### src/hdl/imager_defines.svh
`ifndef IMAGER_DEFINES_SVH
`define IMAGER_DEFINES_SVH

// sensor pixel bus width
`define PIXEL_WIDTH 12

// stream data word carried with every type code
`define DATA_WIDTH 16

// row and column counters
`define DIM_WIDTH 16

// output buffer entries
`define FIFO_DEPTH 8

// credits granted to the downstream consumer out of reset
`define FIFO_CREDITS 4

// fill level that holds off header words
`define STALL_LEVEL (`FIFO_DEPTH - 2)

// header data words between header start and header end
`define HDR_WORDS 9

// register bus widths
`define REG_DATA_WIDTH 16
`define REG_ADDR_WIDTH 8

`endif

### src/hdl/stream_pkg.sv
package stream_pkg;

   // type code carried with each stream word
   // nine codes so four bits
   typedef enum logic [3:0] {
      dtype_none         = 4'd0,
      dtype_pixel        = 4'd1,
      dtype_frame_start  = 4'd2,
      dtype_frame_end    = 4'd3,
      dtype_row_start    = 4'd4,
      dtype_row_end      = 4'd5,
      dtype_header_start = 4'd6,
      dtype_header       = 4'd7,
      dtype_header_end   = 4'd8
   } dtype_t;

   // header word index, in the order the words leave
   typedef enum logic [3:0] {
      hdr_sync_hi,
      hdr_sync_lo,
      hdr_version,
      hdr_num_rows,
      hdr_num_cols,
      hdr_frame_count,
      hdr_clks_hi,
      hdr_clks_lo,
      hdr_checksum
   } hdr_idx_t;

   // fixed header content
   localparam logic [15:0] sync_hi_word   = 16'hffff;
   localparam logic [15:0] sync_lo_word   = 16'hfffe;
   localparam logic [15:0] header_version = 16'd2;

endpackage

### src/hdl/reg_pkg.sv
`include "imager_defines.svh"

package reg_pkg;

   // register map
   typedef enum logic [`REG_ADDR_WIDTH-1:0] {
      reg_addr_ctrl         = 0,
      reg_addr_status       = 1,
      reg_addr_frame_count  = 2,
      reg_addr_num_rows     = 3,
      reg_addr_num_cols     = 4,
      reg_addr_clks_per_row = 5,
      reg_addr_checksum     = 6
   } reg_addr_t;

   // bus status returned next to every read
   typedef enum logic [`REG_DATA_WIDTH-1:0] {
      reg_err_ok       = 'h0000,
      reg_err_bad_addr = 'hfffd
   } reg_err_t;

   // read data for an address outside the map
   localparam logic [`REG_DATA_WIDTH-1:0] reg_bad_data = 'haaaa;

   // bit positions inside ctrl and status
   localparam int ctrl_enable_bit     = 0;
   localparam int status_overflow_bit = 0;

endpackage

### src/hdl/imager_rx.sv
`timescale 1ns/10ps
`include "imager_defines.svh"

module imager_rx
   import stream_pkg::*;
(
   input  logic                    clki,
   input  logic                    resetb,
   input  logic                    enable,
   input  logic                    fv,
   input  logic                    lv,
   input  logic [`PIXEL_WIDTH-1:0] pixel,
   input  logic                    hdr_stall,
   input  logic [`DATA_WIDTH-1:0]  hdr_word,
   output logic                    rx_valid,
   output dtype_t                  rx_dtype,
   output logic [`DATA_WIDTH-1:0]  rx_data,
   output hdr_idx_t                hdr_idx,
   output logic [15:0]             frame_count,
   output logic [`DIM_WIDTH-1:0]   num_rows,
   output logic [`DIM_WIDTH-1:0]   num_cols,
   output logic [15:0]             clks_per_row,
   output logic [15:0]             checksum,
   output logic [31:0]             clks_per_frame
);

   typedef enum logic [1:0] {
      hs_idle,
      hs_start,
      hs_body,
      hs_end
   } hdr_state_t;

   // two sync flops then one delay stage for edge detection
   logic                    fv_s1, fv_s2, fv_s3;
   logic                    lv_s1, lv_s2, lv_s3;
   logic [`PIXEL_WIDTH-1:0] pix_s1, pix_s2, pix_s3;
   logic                    fv_fall_d, lv_fall_d;
   logic                    enable_s;
   logic                    waiting;
   hdr_state_t              hdr_state;
   logic [`DIM_WIDTH-1:0]   row_count, col_count;
   logic [31:0]             frame_clks;
   logic [15:0]             row_clks;

   // edges seen one stage ahead of the pixel qualifier
   // so a start marker always lands before its first pixel
   wire fv_rise = fv_s2 && !fv_s3;
   wire fv_fall = !fv_s2 && fv_s3;
   wire lv_rise = lv_s2 && !lv_s3;
   wire lv_fall = !lv_s2 && lv_s3;
   wire dv      = fv_s3 && lv_s3;

   // framing and word emission
   always_ff @(posedge clki or negedge resetb) begin
      if (!resetb) begin
         {fv_s1, fv_s2, fv_s3} <= '0;
         {lv_s1, lv_s2, lv_s3} <= '0;
         {pix_s1, pix_s2, pix_s3} <= '0;
         fv_fall_d <= 1'b0;
         lv_fall_d <= 1'b0;
         enable_s  <= 1'b0;
         waiting   <= 1'b1;
         hdr_state <= hs_idle;
         hdr_idx   <= hdr_sync_hi;
         rx_valid  <= 1'b0;
         rx_dtype  <= dtype_none;
         rx_data   <= '0;
         checksum  <= '0;
      end else begin
         fv_s1  <= fv;
         fv_s2  <= fv_s1;
         fv_s3  <= fv_s2;
         lv_s1  <= lv;
         lv_s2  <= lv_s1;
         lv_s3  <= lv_s2;
         pix_s1 <= pixel;
         pix_s2 <= pix_s1;
         pix_s3 <= pix_s2;
         fv_fall_d <= fv_fall;
         lv_fall_d <= lv_fall;
         // single register on enable, software side is slow
         enable_s <= enable;
         rx_valid <= 1'b0;

         if (!enable_s || waiting) begin
            // hold off until enabled and fv quiet in all three stages
            // so no partial frame enters the stream
            waiting   <= !enable_s || fv_s1 || fv_s2 || fv_s3;
            hdr_state <= hs_idle;
            checksum  <= '0;
         end else if (dv) begin
            // pixel has top priority, zero extended
            rx_valid <= 1'b1;
            rx_dtype <= dtype_pixel;
            rx_data  <= `DATA_WIDTH'(pix_s3);
            checksum <= checksum + 16'(pix_s3);
         end else if (fv_rise) begin
            rx_valid <= 1'b1;
            rx_dtype <= dtype_frame_start;
            rx_data  <= frame_count;
            checksum <= '0;
         end else if (fv_fall_d) begin
            // frame end arms the header sequence
            rx_valid  <= 1'b1;
            rx_dtype  <= dtype_frame_end;
            rx_data   <= '0;
            hdr_state <= hs_start;
            hdr_idx   <= hdr_sync_hi;
         end else if (lv_rise) begin
            rx_valid <= 1'b1;
            rx_dtype <= dtype_row_start;
            rx_data  <= `DATA_WIDTH'(row_count);
         end else if (lv_fall_d) begin
            rx_valid <= 1'b1;
            rx_dtype <= dtype_row_end;
            rx_data  <= '0;
         end else if (hdr_state != hs_idle && !hdr_stall) begin
            // every header word waits while the buffer is nearly full
            rx_valid <= 1'b1;
            case (hdr_state)
               hs_start: begin
                  rx_dtype  <= dtype_header_start;
                  rx_data   <= '0;
                  hdr_state <= hs_body;
               end
               hs_body: begin
                  rx_dtype <= dtype_header;
                  rx_data  <= hdr_word;
                  hdr_idx  <= hdr_idx_t'(hdr_idx + 4'd1);
                  if (hdr_idx == hdr_idx_t'(`HDR_WORDS - 1)) begin
                     hdr_state <= hs_end;
                  end
               end
               default: begin
                  rx_dtype  <= dtype_header_end;
                  rx_data   <= '0;
                  hdr_state <= hs_idle;
               end
            endcase
         end
      end
   end

   // frame statistics, free running
   always_ff @(posedge clki or negedge resetb) begin
      if (!resetb) begin
         frame_count    <= '0;
         frame_clks     <= '0;
         clks_per_frame <= '0;
         row_count      <= '0;
         col_count      <= '0;
         num_rows       <= '0;
         num_cols       <= '0;
         row_clks       <= '0;
         clks_per_row   <= '0;
      end else begin
         if (fv_rise) begin
            frame_count    <= frame_count + 1'b1;
            clks_per_frame <= frame_clks + 1'b1;
            frame_clks     <= '0;
            row_count      <= '0;
         end else begin
            frame_clks <= frame_clks + 1'b1;
            if (lv_fall) begin
               row_count <= row_count + 1'b1;
            end
         end

         if (lv_rise) begin
            col_count <= '0;
         end else if (dv) begin
            col_count <= col_count + 1'b1;
         end

         // delayed fall so the last pixel is already counted
         if (fv_fall_d) begin
            num_rows <= row_count;
            num_cols <= col_count;
         end

         // row period measured rise to rise inside the frame
         if (fv_s2) begin
            if (lv_rise) begin
               clks_per_row <= row_clks + 1'b1;
               row_clks     <= '0;
            end else begin
               row_clks <= row_clks + 1'b1;
            end
         end
      end
   end

endmodule

### src/hdl/image_header.sv
`timescale 1ns/10ps
`include "imager_defines.svh"

module image_header
   import stream_pkg::*;
(
   input  hdr_idx_t                hdr_idx,
   input  logic [`DIM_WIDTH-1:0]   num_rows,
   input  logic [`DIM_WIDTH-1:0]   num_cols,
   input  logic [15:0]             frame_count,
   input  logic [31:0]             clks_per_frame,
   input  logic [15:0]             checksum,
   output logic [`DATA_WIDTH-1:0]  hdr_word
);

   // one word per index, looked up the same cycle
   always_comb begin
      case (hdr_idx)
         // sync pattern marks the block for a parser
         hdr_sync_hi:     hdr_word = sync_hi_word;
         hdr_sync_lo:     hdr_word = sync_lo_word;
         hdr_version:     hdr_word = header_version;
         hdr_num_rows:    hdr_word = `DATA_WIDTH'(num_rows);
         hdr_num_cols:    hdr_word = `DATA_WIDTH'(num_cols);
         hdr_frame_count: hdr_word = frame_count;
         // frame clock count split high word first
         hdr_clks_hi:     hdr_word = clks_per_frame[31:16];
         hdr_clks_lo:     hdr_word = clks_per_frame[15:0];
         hdr_checksum:    hdr_word = checksum;
         // past the last word
         default:         hdr_word = '0;
      endcase
   end

endmodule

### src/hdl/reg_port.sv
`timescale 1ns/10ps
`include "imager_defines.svh"

module reg_port
   import reg_pkg::*;
(
   input  logic                       clki,
   input  logic                       resetb,
   input  logic [`REG_ADDR_WIDTH-1:0] reg_addr,
   input  logic                       reg_wr,
   input  logic [`REG_DATA_WIDTH-1:0] reg_wdata,
   input  logic                       reg_rd,
   input  logic                       overflow,
   input  logic [15:0]                frame_count,
   input  logic [`DIM_WIDTH-1:0]      num_rows,
   input  logic [`DIM_WIDTH-1:0]      num_cols,
   input  logic [15:0]                clks_per_row,
   input  logic [15:0]                checksum,
   output logic [`REG_DATA_WIDTH-1:0] reg_rdata,
   output logic [`REG_DATA_WIDTH-1:0] reg_status,
   output logic                       enable,
   output logic                       overflow_clr
);

   wire reg_addr_t addr = reg_addr_t'(reg_addr);

   // control register, write lands at the next clock
   always_ff @(posedge clki or negedge resetb) begin
      if (!resetb) begin
         enable <= 1'b0;
      end else if (reg_wr && addr == reg_addr_ctrl) begin
         enable <= reg_wdata[ctrl_enable_bit];
      end
   end

   // reading status clears the sticky overflow in the buffer
   assign overflow_clr = reg_rd && (addr == reg_addr_status);

   // read mux, purely from the address
   always_comb begin
      reg_rdata  = '0;
      reg_status = reg_err_ok;
      case (addr)
         reg_addr_ctrl:         reg_rdata[ctrl_enable_bit] = enable;
         reg_addr_status:       reg_rdata[status_overflow_bit] = overflow;
         reg_addr_frame_count:  reg_rdata = `REG_DATA_WIDTH'(frame_count);
         reg_addr_num_rows:     reg_rdata = `REG_DATA_WIDTH'(num_rows);
         reg_addr_num_cols:     reg_rdata = `REG_DATA_WIDTH'(num_cols);
         reg_addr_clks_per_row: reg_rdata = `REG_DATA_WIDTH'(clks_per_row);
         reg_addr_checksum:     reg_rdata = `REG_DATA_WIDTH'(checksum);
         default: begin
            // unmapped address
            reg_rdata  = reg_bad_data;
            reg_status = reg_err_bad_addr;
         end
      endcase
   end

endmodule

### src/hdl/credit_fifo.sv
`timescale 1ns/10ps
`include "imager_defines.svh"

module credit_fifo
   import stream_pkg::*;
(
   input  logic                   clki,
   input  logic                   resetb,
   input  logic                   rx_valid,
   input  dtype_t                 rx_dtype,
   input  logic [`DATA_WIDTH-1:0] rx_data,
   input  logic                   credit_return,
   input  logic                   overflow_clr,
   output logic                   hdr_stall,
   output logic                   overflow,
   output logic                   out_valid,
   output dtype_t                 out_dtype,
   output logic [`DATA_WIDTH-1:0] out_data
);

   localparam int ptr_w  = $clog2(`FIFO_DEPTH);
   localparam int cnt_w  = $clog2(`FIFO_DEPTH + 1);
   localparam int cred_w = $clog2(`FIFO_CREDITS + 1);

   dtype_t                 mem_dtype [`FIFO_DEPTH];
   logic [`DATA_WIDTH-1:0] mem_data  [`FIFO_DEPTH];
   logic [ptr_w-1:0]       wr_ptr, rd_ptr;
   logic [cnt_w-1:0]       fill;
   logic [cred_w-1:0]      credits;
   logic                   full, wr_en, send;

   function automatic logic [ptr_w-1:0] next_ptr(input logic [ptr_w-1:0] ptr);
      return (ptr == ptr_w'(`FIFO_DEPTH - 1)) ? '0 : ptr + 1'b1;
   endfunction

   assign full  = (fill == cnt_w'(`FIFO_DEPTH));
   // the writer cannot wait, a full buffer drops the word
   assign wr_en = rx_valid && !full;
   // head leaves only with a word queued and a credit in hand
   assign send  = (fill != '0) && (credits != '0);
   // nearly full holds off the header words upstream
   assign hdr_stall = (fill >= cnt_w'(`STALL_LEVEL));

   always_ff @(posedge clki or negedge resetb) begin
      if (!resetb) begin
         wr_ptr    <= '0;
         rd_ptr    <= '0;
         fill      <= '0;
         credits   <= cred_w'(`FIFO_CREDITS);
         overflow  <= 1'b0;
         out_valid <= 1'b0;
      end else begin
         out_valid <= send;
         if (wr_en) begin
            wr_ptr <= next_ptr(wr_ptr);
         end
         if (send) begin
            rd_ptr <= next_ptr(rd_ptr);
         end
         case ({wr_en, send})
            2'b10:   fill <= fill + 1'b1;
            2'b01:   fill <= fill - 1'b1;
            default: fill <= fill;
         endcase
         // send and return together cancel
         case ({send, credit_return})
            2'b10:   credits <= credits - 1'b1;
            2'b01:   credits <= credits + 1'b1;
            default: credits <= credits;
         endcase
         // sticky until software reads status, a new drop wins
         if (overflow_clr) begin
            overflow <= 1'b0;
         end
         if (rx_valid && full) begin
            overflow <= 1'b1;
         end
      end
   end

   // storage and output word
   always_ff @(posedge clki) begin
      if (wr_en) begin
         mem_dtype[wr_ptr] <= rx_dtype;
         mem_data[wr_ptr]  <= rx_data;
      end
      if (send) begin
         out_dtype <= mem_dtype[rd_ptr];
         out_data  <= mem_data[rd_ptr];
      end
   end

endmodule

### src/hdl/imager_top.sv
`timescale 1ns/10ps
`include "imager_defines.svh"

module imager_top
   import stream_pkg::*;
(
   input  logic                       clki,
   input  logic                       resetb,
   input  logic                       fv,
   input  logic                       lv,
   input  logic [`PIXEL_WIDTH-1:0]    pixel,
   input  logic [`REG_ADDR_WIDTH-1:0] reg_addr,
   input  logic                       reg_wr,
   input  logic [`REG_DATA_WIDTH-1:0] reg_wdata,
   input  logic                       reg_rd,
   output logic [`REG_DATA_WIDTH-1:0] reg_rdata,
   output logic [`REG_DATA_WIDTH-1:0] reg_status,
   output logic                       out_valid,
   output dtype_t                     out_dtype,
   output logic [`DATA_WIDTH-1:0]     out_data,
   input  logic                       credit_return
);

   // control between register port and datapath
   logic                   enable, overflow, overflow_clr;
   // receiver to buffer stream
   logic                   rx_valid, hdr_stall;
   dtype_t                 rx_dtype;
   logic [`DATA_WIDTH-1:0] rx_data;
   // header lookup
   hdr_idx_t               hdr_idx;
   logic [`DATA_WIDTH-1:0] hdr_word;
   // frame statistics
   logic [15:0]            frame_count, clks_per_row, checksum;
   logic [`DIM_WIDTH-1:0]  num_rows, num_cols;
   logic [31:0]            clks_per_frame;

   imager_rx u_imager_rx (
      .clki           (clki),
      .resetb         (resetb),
      .enable         (enable),
      .fv             (fv),
      .lv             (lv),
      .pixel          (pixel),
      .hdr_stall      (hdr_stall),
      .hdr_word       (hdr_word),
      .rx_valid       (rx_valid),
      .rx_dtype       (rx_dtype),
      .rx_data        (rx_data),
      .hdr_idx        (hdr_idx),
      .frame_count    (frame_count),
      .num_rows       (num_rows),
      .num_cols       (num_cols),
      .clks_per_row   (clks_per_row),
      .checksum       (checksum),
      .clks_per_frame (clks_per_frame)
   );

   image_header u_image_header (
      .hdr_idx        (hdr_idx),
      .num_rows       (num_rows),
      .num_cols       (num_cols),
      .frame_count    (frame_count),
      .clks_per_frame (clks_per_frame),
      .checksum       (checksum),
      .hdr_word       (hdr_word)
   );

   reg_port u_reg_port (
      .clki         (clki),
      .resetb       (resetb),
      .reg_addr     (reg_addr),
      .reg_wr       (reg_wr),
      .reg_wdata    (reg_wdata),
      .reg_rd       (reg_rd),
      .overflow     (overflow),
      .frame_count  (frame_count),
      .num_rows     (num_rows),
      .num_cols     (num_cols),
      .clks_per_row (clks_per_row),
      .checksum     (checksum),
      .reg_rdata    (reg_rdata),
      .reg_status   (reg_status),
      .enable       (enable),
      .overflow_clr (overflow_clr)
   );

   credit_fifo u_credit_fifo (
      .clki          (clki),
      .resetb        (resetb),
      .rx_valid      (rx_valid),
      .rx_dtype      (rx_dtype),
      .rx_data       (rx_data),
      .credit_return (credit_return),
      .overflow_clr  (overflow_clr),
      .hdr_stall     (hdr_stall),
      .overflow      (overflow),
      .out_valid     (out_valid),
      .out_dtype     (out_dtype),
      .out_data      (out_data)
   );

endmodule

### config.mk
export PLATFORM = sky130hd
export DESIGN_NAME = imager_top
export DESIGN_NICKNAME = d
export VERILOG_FILES = /design/src/hdl/stream_pkg.sv /design/src/hdl/reg_pkg.sv /design/src/hdl/imager_rx.sv /design/src/hdl/image_header.sv /design/src/hdl/reg_port.sv /design/src/hdl/credit_fifo.sv /design/src/hdl/imager_top.sv
export VERILOG_INCLUDE_DIRS = /design/src /design/src/hdl
export SDC_FILE = /design/constraint.sdc
export NUM_CORES = 1
export LEC_CHECK = 0
export ABC_AREA = 1
export BUFFER_PORTS_ARGS = -buffer_cell sky130_fd_sc_hd__buf_2
export CAP_MARGIN = 20
export CORE_MARGIN = 5
export CORE_UTILIZATION = 35
export CTS_CLUSTER_DIAMETER = 40
export DETAILED_ROUTE_END_ITERATION = 16
export SYNTH_ARGS = -nofsm -noshare
export SYNTH_HDL_FRONTEND = slang
export SYNTH_HIERARCHICAL = 1
export SYNTH_SLANG_ARGS = --single-unit
export TNS_END_PERCENT = 50
### constraint.sdc
create_clock -name clki -period 3.35 [get_ports clki]
set_clock_uncertainty 0.2 [all_clocks]
set_input_delay 0.67 -clock clki [delete_from_list [all_inputs] [get_ports clki]]
set_output_delay 0.67 -clock clki [all_outputs]
set_load 0.01 [all_outputs]
Word level (Yosys, flattened, before mapping)

Memory sizes are Yosys's and may differ from the RTL's. A register that Yosys moved wholly into a read port is not among the register bits.
Index checks and enable logic that the tools add are counted.
Widths: inputs -> output; s select.

Add/sub/neg operators: 13
$lt $le $gt $ge: 1
Equal/unequal tests: 30
Mux-type cells: 56
Bitwise logic cells: 3
Reductions and logical operators: 43

Operator list:

| operator              | number |
|---|---|
| $mux 16               | 16 |
| $pmux 16 s9           | 1 |
| $pmux 15 s6           | 1 |
| $add 16x1->16 const B | 4 |
| $mux 4                | 11 |
| $add 32x1->32 const B | 1 |
| $mux 32               | 1 |
| $eq 8x3->1 const B    | 3 |
| $add 16x12->16        | 1 |
| $eq 4x3->1 const B    | 4 |
| $eq 8x2->1 const B    | 2 |
| $mux 2                | 8 |
| $pmux 4 s2            | 2 |
| $reduce_bool 2->1     | 8 |
| $logic_and 1x1->1     | 11 |
| $mux 1                | 11 |
| $add 3x1->3 const B   | 3 |
| $reduce_bool 3->1     | 3 |
| $add 4x1->4 const B   | 2 |
| $eq 4x2->1 const B    | 2 |
| $eq 4x4->1 const B    | 2 |
| $eq 8x1->1 const B    | 1 |
| $logic_not 8->1       | 1 |
| $logic_not 1->1       | 7 |
| 25 further kinds      | 40 |

Bits in registers: 281
Bits in writable memories: 160
Input port bits: 43
Word-level logic and storage cells: 183
Memories: 2

Memories:

| memory                  | words | width | rd ports | clocked after Yosys merged registers in | wr ports | RTL line          | text |
|---|---|---|---|---|---|---|---|
| u_credit_fifo.mem_data  | 8     | 16    | 1        | 1                                       | 1        | credit_fifo.sv:26 | `` logic [`DATA_WIDTH-1:0] mem_data [`FIFO_DEPTH]; `` |
| u_credit_fifo.mem_dtype | 8     | 4     | 1        | 1                                       | 1        | credit_fifo.sv:25 | `` dtype_t mem_dtype [`FIFO_DEPTH]; `` |

Logic depth before layout (Yosys ltp)

Gate-level depths: netlist of the first run.

Word-level depth: 10
Depth in mapped cells: 14
Gate-level depth less buffers: 13

Modules after synthesis

Netlist of the first run, hierarchy kept.

Modules (own cells, without submodules):

| module       | instances | cells an instance | area each (um2) | seq. area each (um2) |
|---|---|---|---|---|
| imager_rx    | 1         | 1515              | 12420.7         | 6632.6 |
| credit_fifo  | 1         | 617               | 7776.2          | 5781.8 |
| reg_port     | 1         | 219               | 1111.1          | 25.0 |
| image_header | 1         | 242               | 1048.5          | 0.0 |

Worst setup path before layout of the first run

Ideal clock, no wire load.

Path type: input -> output
Start: input reg_addr[5]
End: output reg_status[10]
Data arrival time: 1.656 ns
Required time: 2.480 ns
Path slack: 0.824 ns
Cell stages on the path: 7
Path buffers: 1
Cells stage by stage: nor2_2 > nand3_4 > nor2_4 > nor2_1 > nand3_4 > inv_2 > buf_4

Word-level cells in the longest chain between the ends: 3

RTL lines:

| element                            | RTL line         | text |
|---|---|---|
| from (decl)                        | imager_top.sv:12 | `` input logic [`REG_ADDR_WIDTH-1:0] reg_addr, `` |
| $eq 8x2->1 (tied with other cells) | reg_port.sv:43   | `case (addr)` |
| $reduce_or 7->1 (no source line) * | --               |  |
| $mux 16 *                          | reg_port.sv:43   |  |
| to (decl)                          | imager_top.sv:17 | `` output logic [`REG_DATA_WIDTH-1:0] reg_status, `` |

Every way passes the cells marked *; elsewhere a longest branch is shown, timed or not.

Final worst setup path of the first run

Start: input reg_addr[0]
End: output reg_rdata[9]

Word-level cells in the longest chain between the ends: 3

RTL lines:

| element                                       | RTL line         | text |
|---|---|---|
| $eq 8x1->1 or $logic_not 8->1 (tied branches) | reg_port.sv:43   |  |
| $reduce_or 2->1 (no source line)              | --               |  |
| $pmux 15 s6 *                                 | reg_port.sv:43   |  |
| to (decl)                                     | imager_top.sv:16 | `` output logic [`REG_DATA_WIDTH-1:0] reg_rdata, `` |

Marked as above.

==> run metrics, run 1 <==
outcome completed; diode count 0; Worst slew margin 0.362; worst-path cell chain buf_2, inv_2, nand2_1, nor2_1, nand3_1, nand3_1, nor2_1, nand2_1, buf_2; Final GP Congestion between 0.9 and 1; Syn. warnings 6; Synth Flop Type dfrtp_1; first-pass GRT wire length 98.9 mm; drt initial violations between 1000 and 1500; Max Fclk around 340 MHz; Clock transition at path regs 0.05 ns; Post-Synth Adder-Cell Area 0.0186; critical path's top delay family simple AND/OR/NAND/NOR gates; # rows 92; Clock Path Buffers 3; top post-synthesis cells by area dfrtp_1 (31%), edfxtp_1 (24%), nand2_1 (12%), nor2_1 (5.8%), nand3_1 (4.9%); fraction of layout cells with a size suffix above 1 0.120; CTS Sinks 461; vias in the first global route 17500; mapped cell area 22400 sq um; GR Overflow Total 0; min-delay worst type primary input to flop; post-CTS sizing 0; P&R area growth vs syn 18.6%; crit end category primary output; TritonCTS clock tree yes; worst slew pin tran 0.956 ns; Syn Area/Cell 8.62 sq um; CP peak stage delay ~0.53 ns; per-cell routed wire length 17.5 um; via count roughly 18000; Post-synth EDFFs 180; Unique masters post-synth 50; fin crit period roughly 3 ns; Die Area 69000 sq um; Final Hold Viols 0; Synth Area in Compound Gates 0.0747; mux contribution to synthesized area 0.000504; largest family of logic cells by synthesized area simple AND/OR/NAND/NOR gates; WP buf/inv 3; Setup TNS Final 0 ns; GRT Overall Usage 0.180; PwrDens 659 nW/um^2; Yosys reg bits 461; slowest stage cell, crit path nor2_1; fin nets 2775; initial antenna violation count 1; # IOs 96; post-route clock period utilization 0.876; largest net degree at the start of global routing 83; Worst-Skew Late Latency 0.62 ns; vias per cell 4.92; simple-gate portion of the synthesized area 0.269; final setup fails 0; DR DRC count 0; Starting Density 0.354; crit-path max FO 8; post-synthesis xor/xnor area fraction 0.0180; post-synth top area share 0.312; Routed Antenna Nets 0; Die Span X 263 um; Async SR Flop Fraction 0.610; Chip Height approximately 260 um; maxcap violations 0; Post CTS Setup Buffer Count 0; post-synthesis sequential area ratio 0.556; Crit path arrival time 2.06 ns; Max IR drop VDD ~340 uV; post-route setup slack 0.416 ns; hold_buf cts 15; Post-Route WL roughly 63 mm; Mapped Cells 2593; drt pass-1 iters 5; core region area 63200 sq um; total CTS buffers 79; Startpoint Class primary input; Post-Syn Nets 2668; Static Leak 11.2 nW; clock root buffer clkbuf_16; Port Buffers 79; setup slack, reg-to-reg ~0.77 ns; Synth area leader dfrtp_1; H-Tree Depth 3; Slew Viols, Final 0; RSZ-0062 raised after global routing false; kind of critical path primary input to primary output; CP required 2.48 ns; detailed-placement wirelength estimate 44.2 mm; dpl ws 0.456 ns
cells in the final DEF (no fill, tap or decap), drive strengths merged, types with 4 or more instances in the layout:
cell	n
nand2	753
nor2	369
dfrtp	279
o21ai	243
nand3	227
inv	211
edfxtp	180
buf	120
clkbuf	91
a21oi	54
xor2	33
ha	30
nor3	28
clkinv	21
nand4	16
dlygate4sd3	15
nand3b	15
o22ai	13
xnor2	13
bufinv	10
clkinvlp	8
and2	6
or2	5
a31oi	4
o31ai	4
state kept, by name, summed over array words and instances, names as in the netlist, 32 cells and up:
name and cells:
u_credit_fifo/mem_data 128, u_imager_rx/frame_clks 32, u_credit_fifo/mem_dtype 32, u_imager_rx/clks_per_frame 32
cell families after synthesis:
group,count (synthesis)
AO/OA/AOI/OAI,324
XOR/XNOR,46
adder cells (fa/ha/maj),32
buffers and inverters,305
flip-flops,461
multiplexers,1
other,1
AND/OR/NAND/NOR,1423
layout make-up:
type	count	area, sq um
fillers	6223	36700
flip-flops and latches	461	12400
multi-input cells	1827	8540
clock buffers	91	2130
well taps	846	1060
repair buffers	135	938
inverters	196	741
clock inverters	54	659
metal layers:
| metal | up-vias | GRT usage | part of all wire |
|---|---|---|---|
| met5 | - | 0 | 0.00021 |
| met4 | 2 | 0.0644 | 0.028 |
| met3 | 117 | 0.0338 | 0.054 |
| met2 | 445 | 0.310 | 0.49 |
| met1 | 8485 | 0.227 | 0.42 |
| li1 | 8709 | - | - |
worst paths after layout:
kind                       cells after the start                               start                                    to
min in group asynchronous                      2                              resetb  u_imager_rx/frame_clks[28]$_DFF_PN0_
max reg2reg                                   11  u_imager_rx/hdr_idx[0]$_DFFE_PN0P_    u_imager_rx/rx_data[1]$_DFFE_PN0P_
max in group asynchronous                      3                              resetb   u_credit_fifo/rd_ptr[0]$_DFFE_PN0P_
min                                            3                        reg_wdata[0]         u_reg_port/enable$_DFFE_PN0P_
min reg2reg                                    0     u_imager_rx/pix_s2[3]$_DFF_PN0_       u_imager_rx/pix_s3[3]$_DFF_PN0_
max                                            9                         reg_addr[0]                          reg_rdata[9]
synth_stat cells, types with 2 or more instances:
master      n
nand3b_1   15
inv_2      10
nand4_1    16
xnor2_1    13
nor3_2      2
dfstp_2     2
or2_2       2
nor2_2     14
nand2_2    15
dfrtp_1   279
buf_1       3
inv_1     184
xor2_1     33
clkbuf_1   20
and2_1      6
nand2_1   738
o31ai_1     4
o21ai_1    91
nand3_4     2
buf_6      10
a21oi_1    54
fa_1        2
buf_4      28
a31oi_1     4
edfxtp_1  180
nor3b_1     2
nor2_4      8
ha_1       30
nand3_2     5
o22ai_1    13
nor3_1     26
or2_1       3
buf_2      47
nor2_1    346
nand3_1   220
o21ai_0   152
power by group:
part,switching (mW),leakage [nW],internal (mW)
combinational,1.66,4.76,0.818
clock,2.89,1.35,5.40
sequential,0.427,5.10,6.27
total,4.98,11.2,12.5
stage by stage:
step                utilization  hold WS (ns)  instances  power (mW)  area (sq um)
finish                    0.419         0.108       3610        17.5         26500
floorplan                     -         0.131       2593        8.47         22400
CTS                       0.419        0.0692       3610        17.7         26500
global route              0.419         0.109       3610        18.4         26500
global placement          0.373         0.136       3450        9.17         23600
detailed placement        0.373         0.136       3450        9.28         23600
tightest hold or removal path, delay by kind of cell:
kind,cells,cell delay [ns]
simple gates,2,0.13
buf+inv,1,0.08
Note: power is estimated with default switching activity, not from simulation.
==> run 2, diff against run 1 <==
==> constraint.sdc (replaced) <==
create_clock -name clki -period 3.35 [get_ports clki]
set_clock_uncertainty 0.2 [all_clocks]
set_input_delay 0.335 -clock clki [delete_from_list [all_inputs] [get_ports clki]]
set_output_delay 0.335 -clock clki [all_outputs]
set_load 0.01 [all_outputs]
==> run metrics, run 2 (synthesis gave the netlist of run 1 again) <==
outcome completed; hold_buf cts 20; Worst slew margin 0.341; worst-path cell chain inv_1, ha_1, inv_1, nor2_1, buf_4, a21oi_1, o21ai_0, nor3_1, nor2_1; largest reg by FF count u_credit_fifo/mem_data; PwrDens between 600 and 700 nW/um^2; H-Tree Depth 3; Post-Route WL around 63 mm; core region area 63200 sq um; Max IR drop VDD 342 uV; Post CTS Setup Buffer Count 0; first-pass GRT wire length 98.2 mm; fin nets between 2000 and 3000; vias per cell 4.94; Routed Antenna Nets 0; drt initial violations roughly 1500; vias in the first global route 17400; Final GP Congestion 0.944; Die Area 69000 sq um; P&R area growth vs syn 17.6%; Chip Height about 260 um; per-cell routed wire length 17.6 um; diode count 0; Setup TNS Final 0 ns; clock root buffer clkbuf_16; met1 Track Usage GR 0.232; drt pass-1 iters 8; max FFs per register 128; RSZ-0062 raised after global routing false; post-CTS sizing 0; gr busiest metal met2; TritonCTS clock tree yes; Die Span X 263 um; post-route clock period utilization 0.786; fraction of layout cells with a size suffix above 1 0.115; Static Leak between 10 and 15 nW; Final Util 0.416; WHS around 0.045 ns; fin crit period 2.63 ns; commonest non-fill, non-tap cell in the layout nand2_1; non-filler cells, final between 3000 and 4000; Placed Instances 3446; total CTS buffers slightly above 70; DR DRC count 0; Clock transition at path regs 0.06 ns; crit end category flop; critical path's top delay family simple AND/OR/NAND/NOR gates; CTS Sinks around 460; Final Hold Viols 0; # IOs 96; Startpoint Class flop; kind of critical path flop to flop; Worst-Skew Late Latency 0.61 ns; slowest stage cell, crit path nor2_1; detailed-placement wirelength estimate 43.9 mm; WP buf/inv 3; via count 17800; CP required 3.68 ns; CP peak stage delay 0.65 ns; Clock Path Buffers 3; maxcap violations 0; GR Util met3 0.0327; largest net degree at the start of global routing 91; final setup fails 0; Starting Density 0.354; met2 track demand over resource 0.299; most frequent cells in the layout nand2_1 (737), nor2_1 (337), dfrtp_1 (277); Max Fclk around 380 MHz; Port Buffers 79; Crit path arrival time 2.97 ns; worst slew pin tran 0.987 ns; GR Overflow Total 0; GRT Overall Usage 0.178; crit-path max FO 9; Slew Viols, Final 0; # rows 92; min-delay worst type primary input to flop; initial antenna violation count 0
-- run 2: path summary, 6_finish.rpt --
check                                                startpoint                              endpoint  slack, ns  depth (start not counted)
max                        u_imager_rx/hdr_state[0]$_DFFE_PN0P_    u_imager_rx/rx_data[1]$_DFFE_PN0P_       0.72                          9
min                                                 reg_addr[0]    u_credit_fifo/overflow$_DFFE_PN0P_       0.05                          4
max reg2reg                u_imager_rx/hdr_state[0]$_DFFE_PN0P_    u_imager_rx/rx_data[1]$_DFFE_PN0P_       0.72                          9
min reg2reg                     u_imager_rx/pix_s1[4]$_DFF_PN0_       u_imager_rx/pix_s2[4]$_DFF_PN0_       0.13                          0
max in group asynchronous                                resetb   u_imager_rx/checksum[1]$_DFFE_PN0P_       2.03                          3
min in group asynchronous                                resetb  u_imager_rx/frame_clks[26]$_DFF_PN0_       0.11                          2
-- run 2: final cells by class --
| type | count | area [sq um] |
|---|---|---|
| sequential | 461 | 12400 |
| multi-input combinational | 1827 | 8540 |
| timing repair buffer | 136 | 933 |
| clock buffer | 82 | 1920 |
| fill | 6204 | 36900 |
| tap | 846 | 1060 |
| inverter | 196 | 741 |
| clock inverter | 49 | 643 |
-- run 2: worst reg2reg max path, delay by kind of cell, from the launching register on --
family | cells | cell delay, ns
AO/OA/AOI/OAI | 2 | 0.44
flip-flops | 1 | 0.38
adder cells (fa/ha/maj) | 1 | 0.20
buffers and inverters | 3 | 0.46
AND/OR/NAND/NOR | 3 | 0.88
-- run 2: metrics by stage --
step           total power [mW]  instance area (sq um)  setup slack, ns
3_5_place_dp               9.27                  23500            0.833
2_1_floorplan              8.47                  22400            0.838
6_report                   16.9                  26300            0.715
3_3_place_gp               9.17                  23500            0.846
4_1_cts                    17.1                  26300            0.806
5_1_grt                    17.7                  26300            0.623
-- run 2: layer usage --
metal  vias up  routed length, um
met3       119               3170
met1      8536              27200
met2       441              30700
li1       8685                  -
met5         -                  0
met4         0               2180
-- run 2: report_power, final --
group          leakage (nW)  switching [mW]  internal (mW)
combinational          4.75            1.70          0.811
sequential             5.10           0.380           6.27
clock                  1.24            2.80           4.92
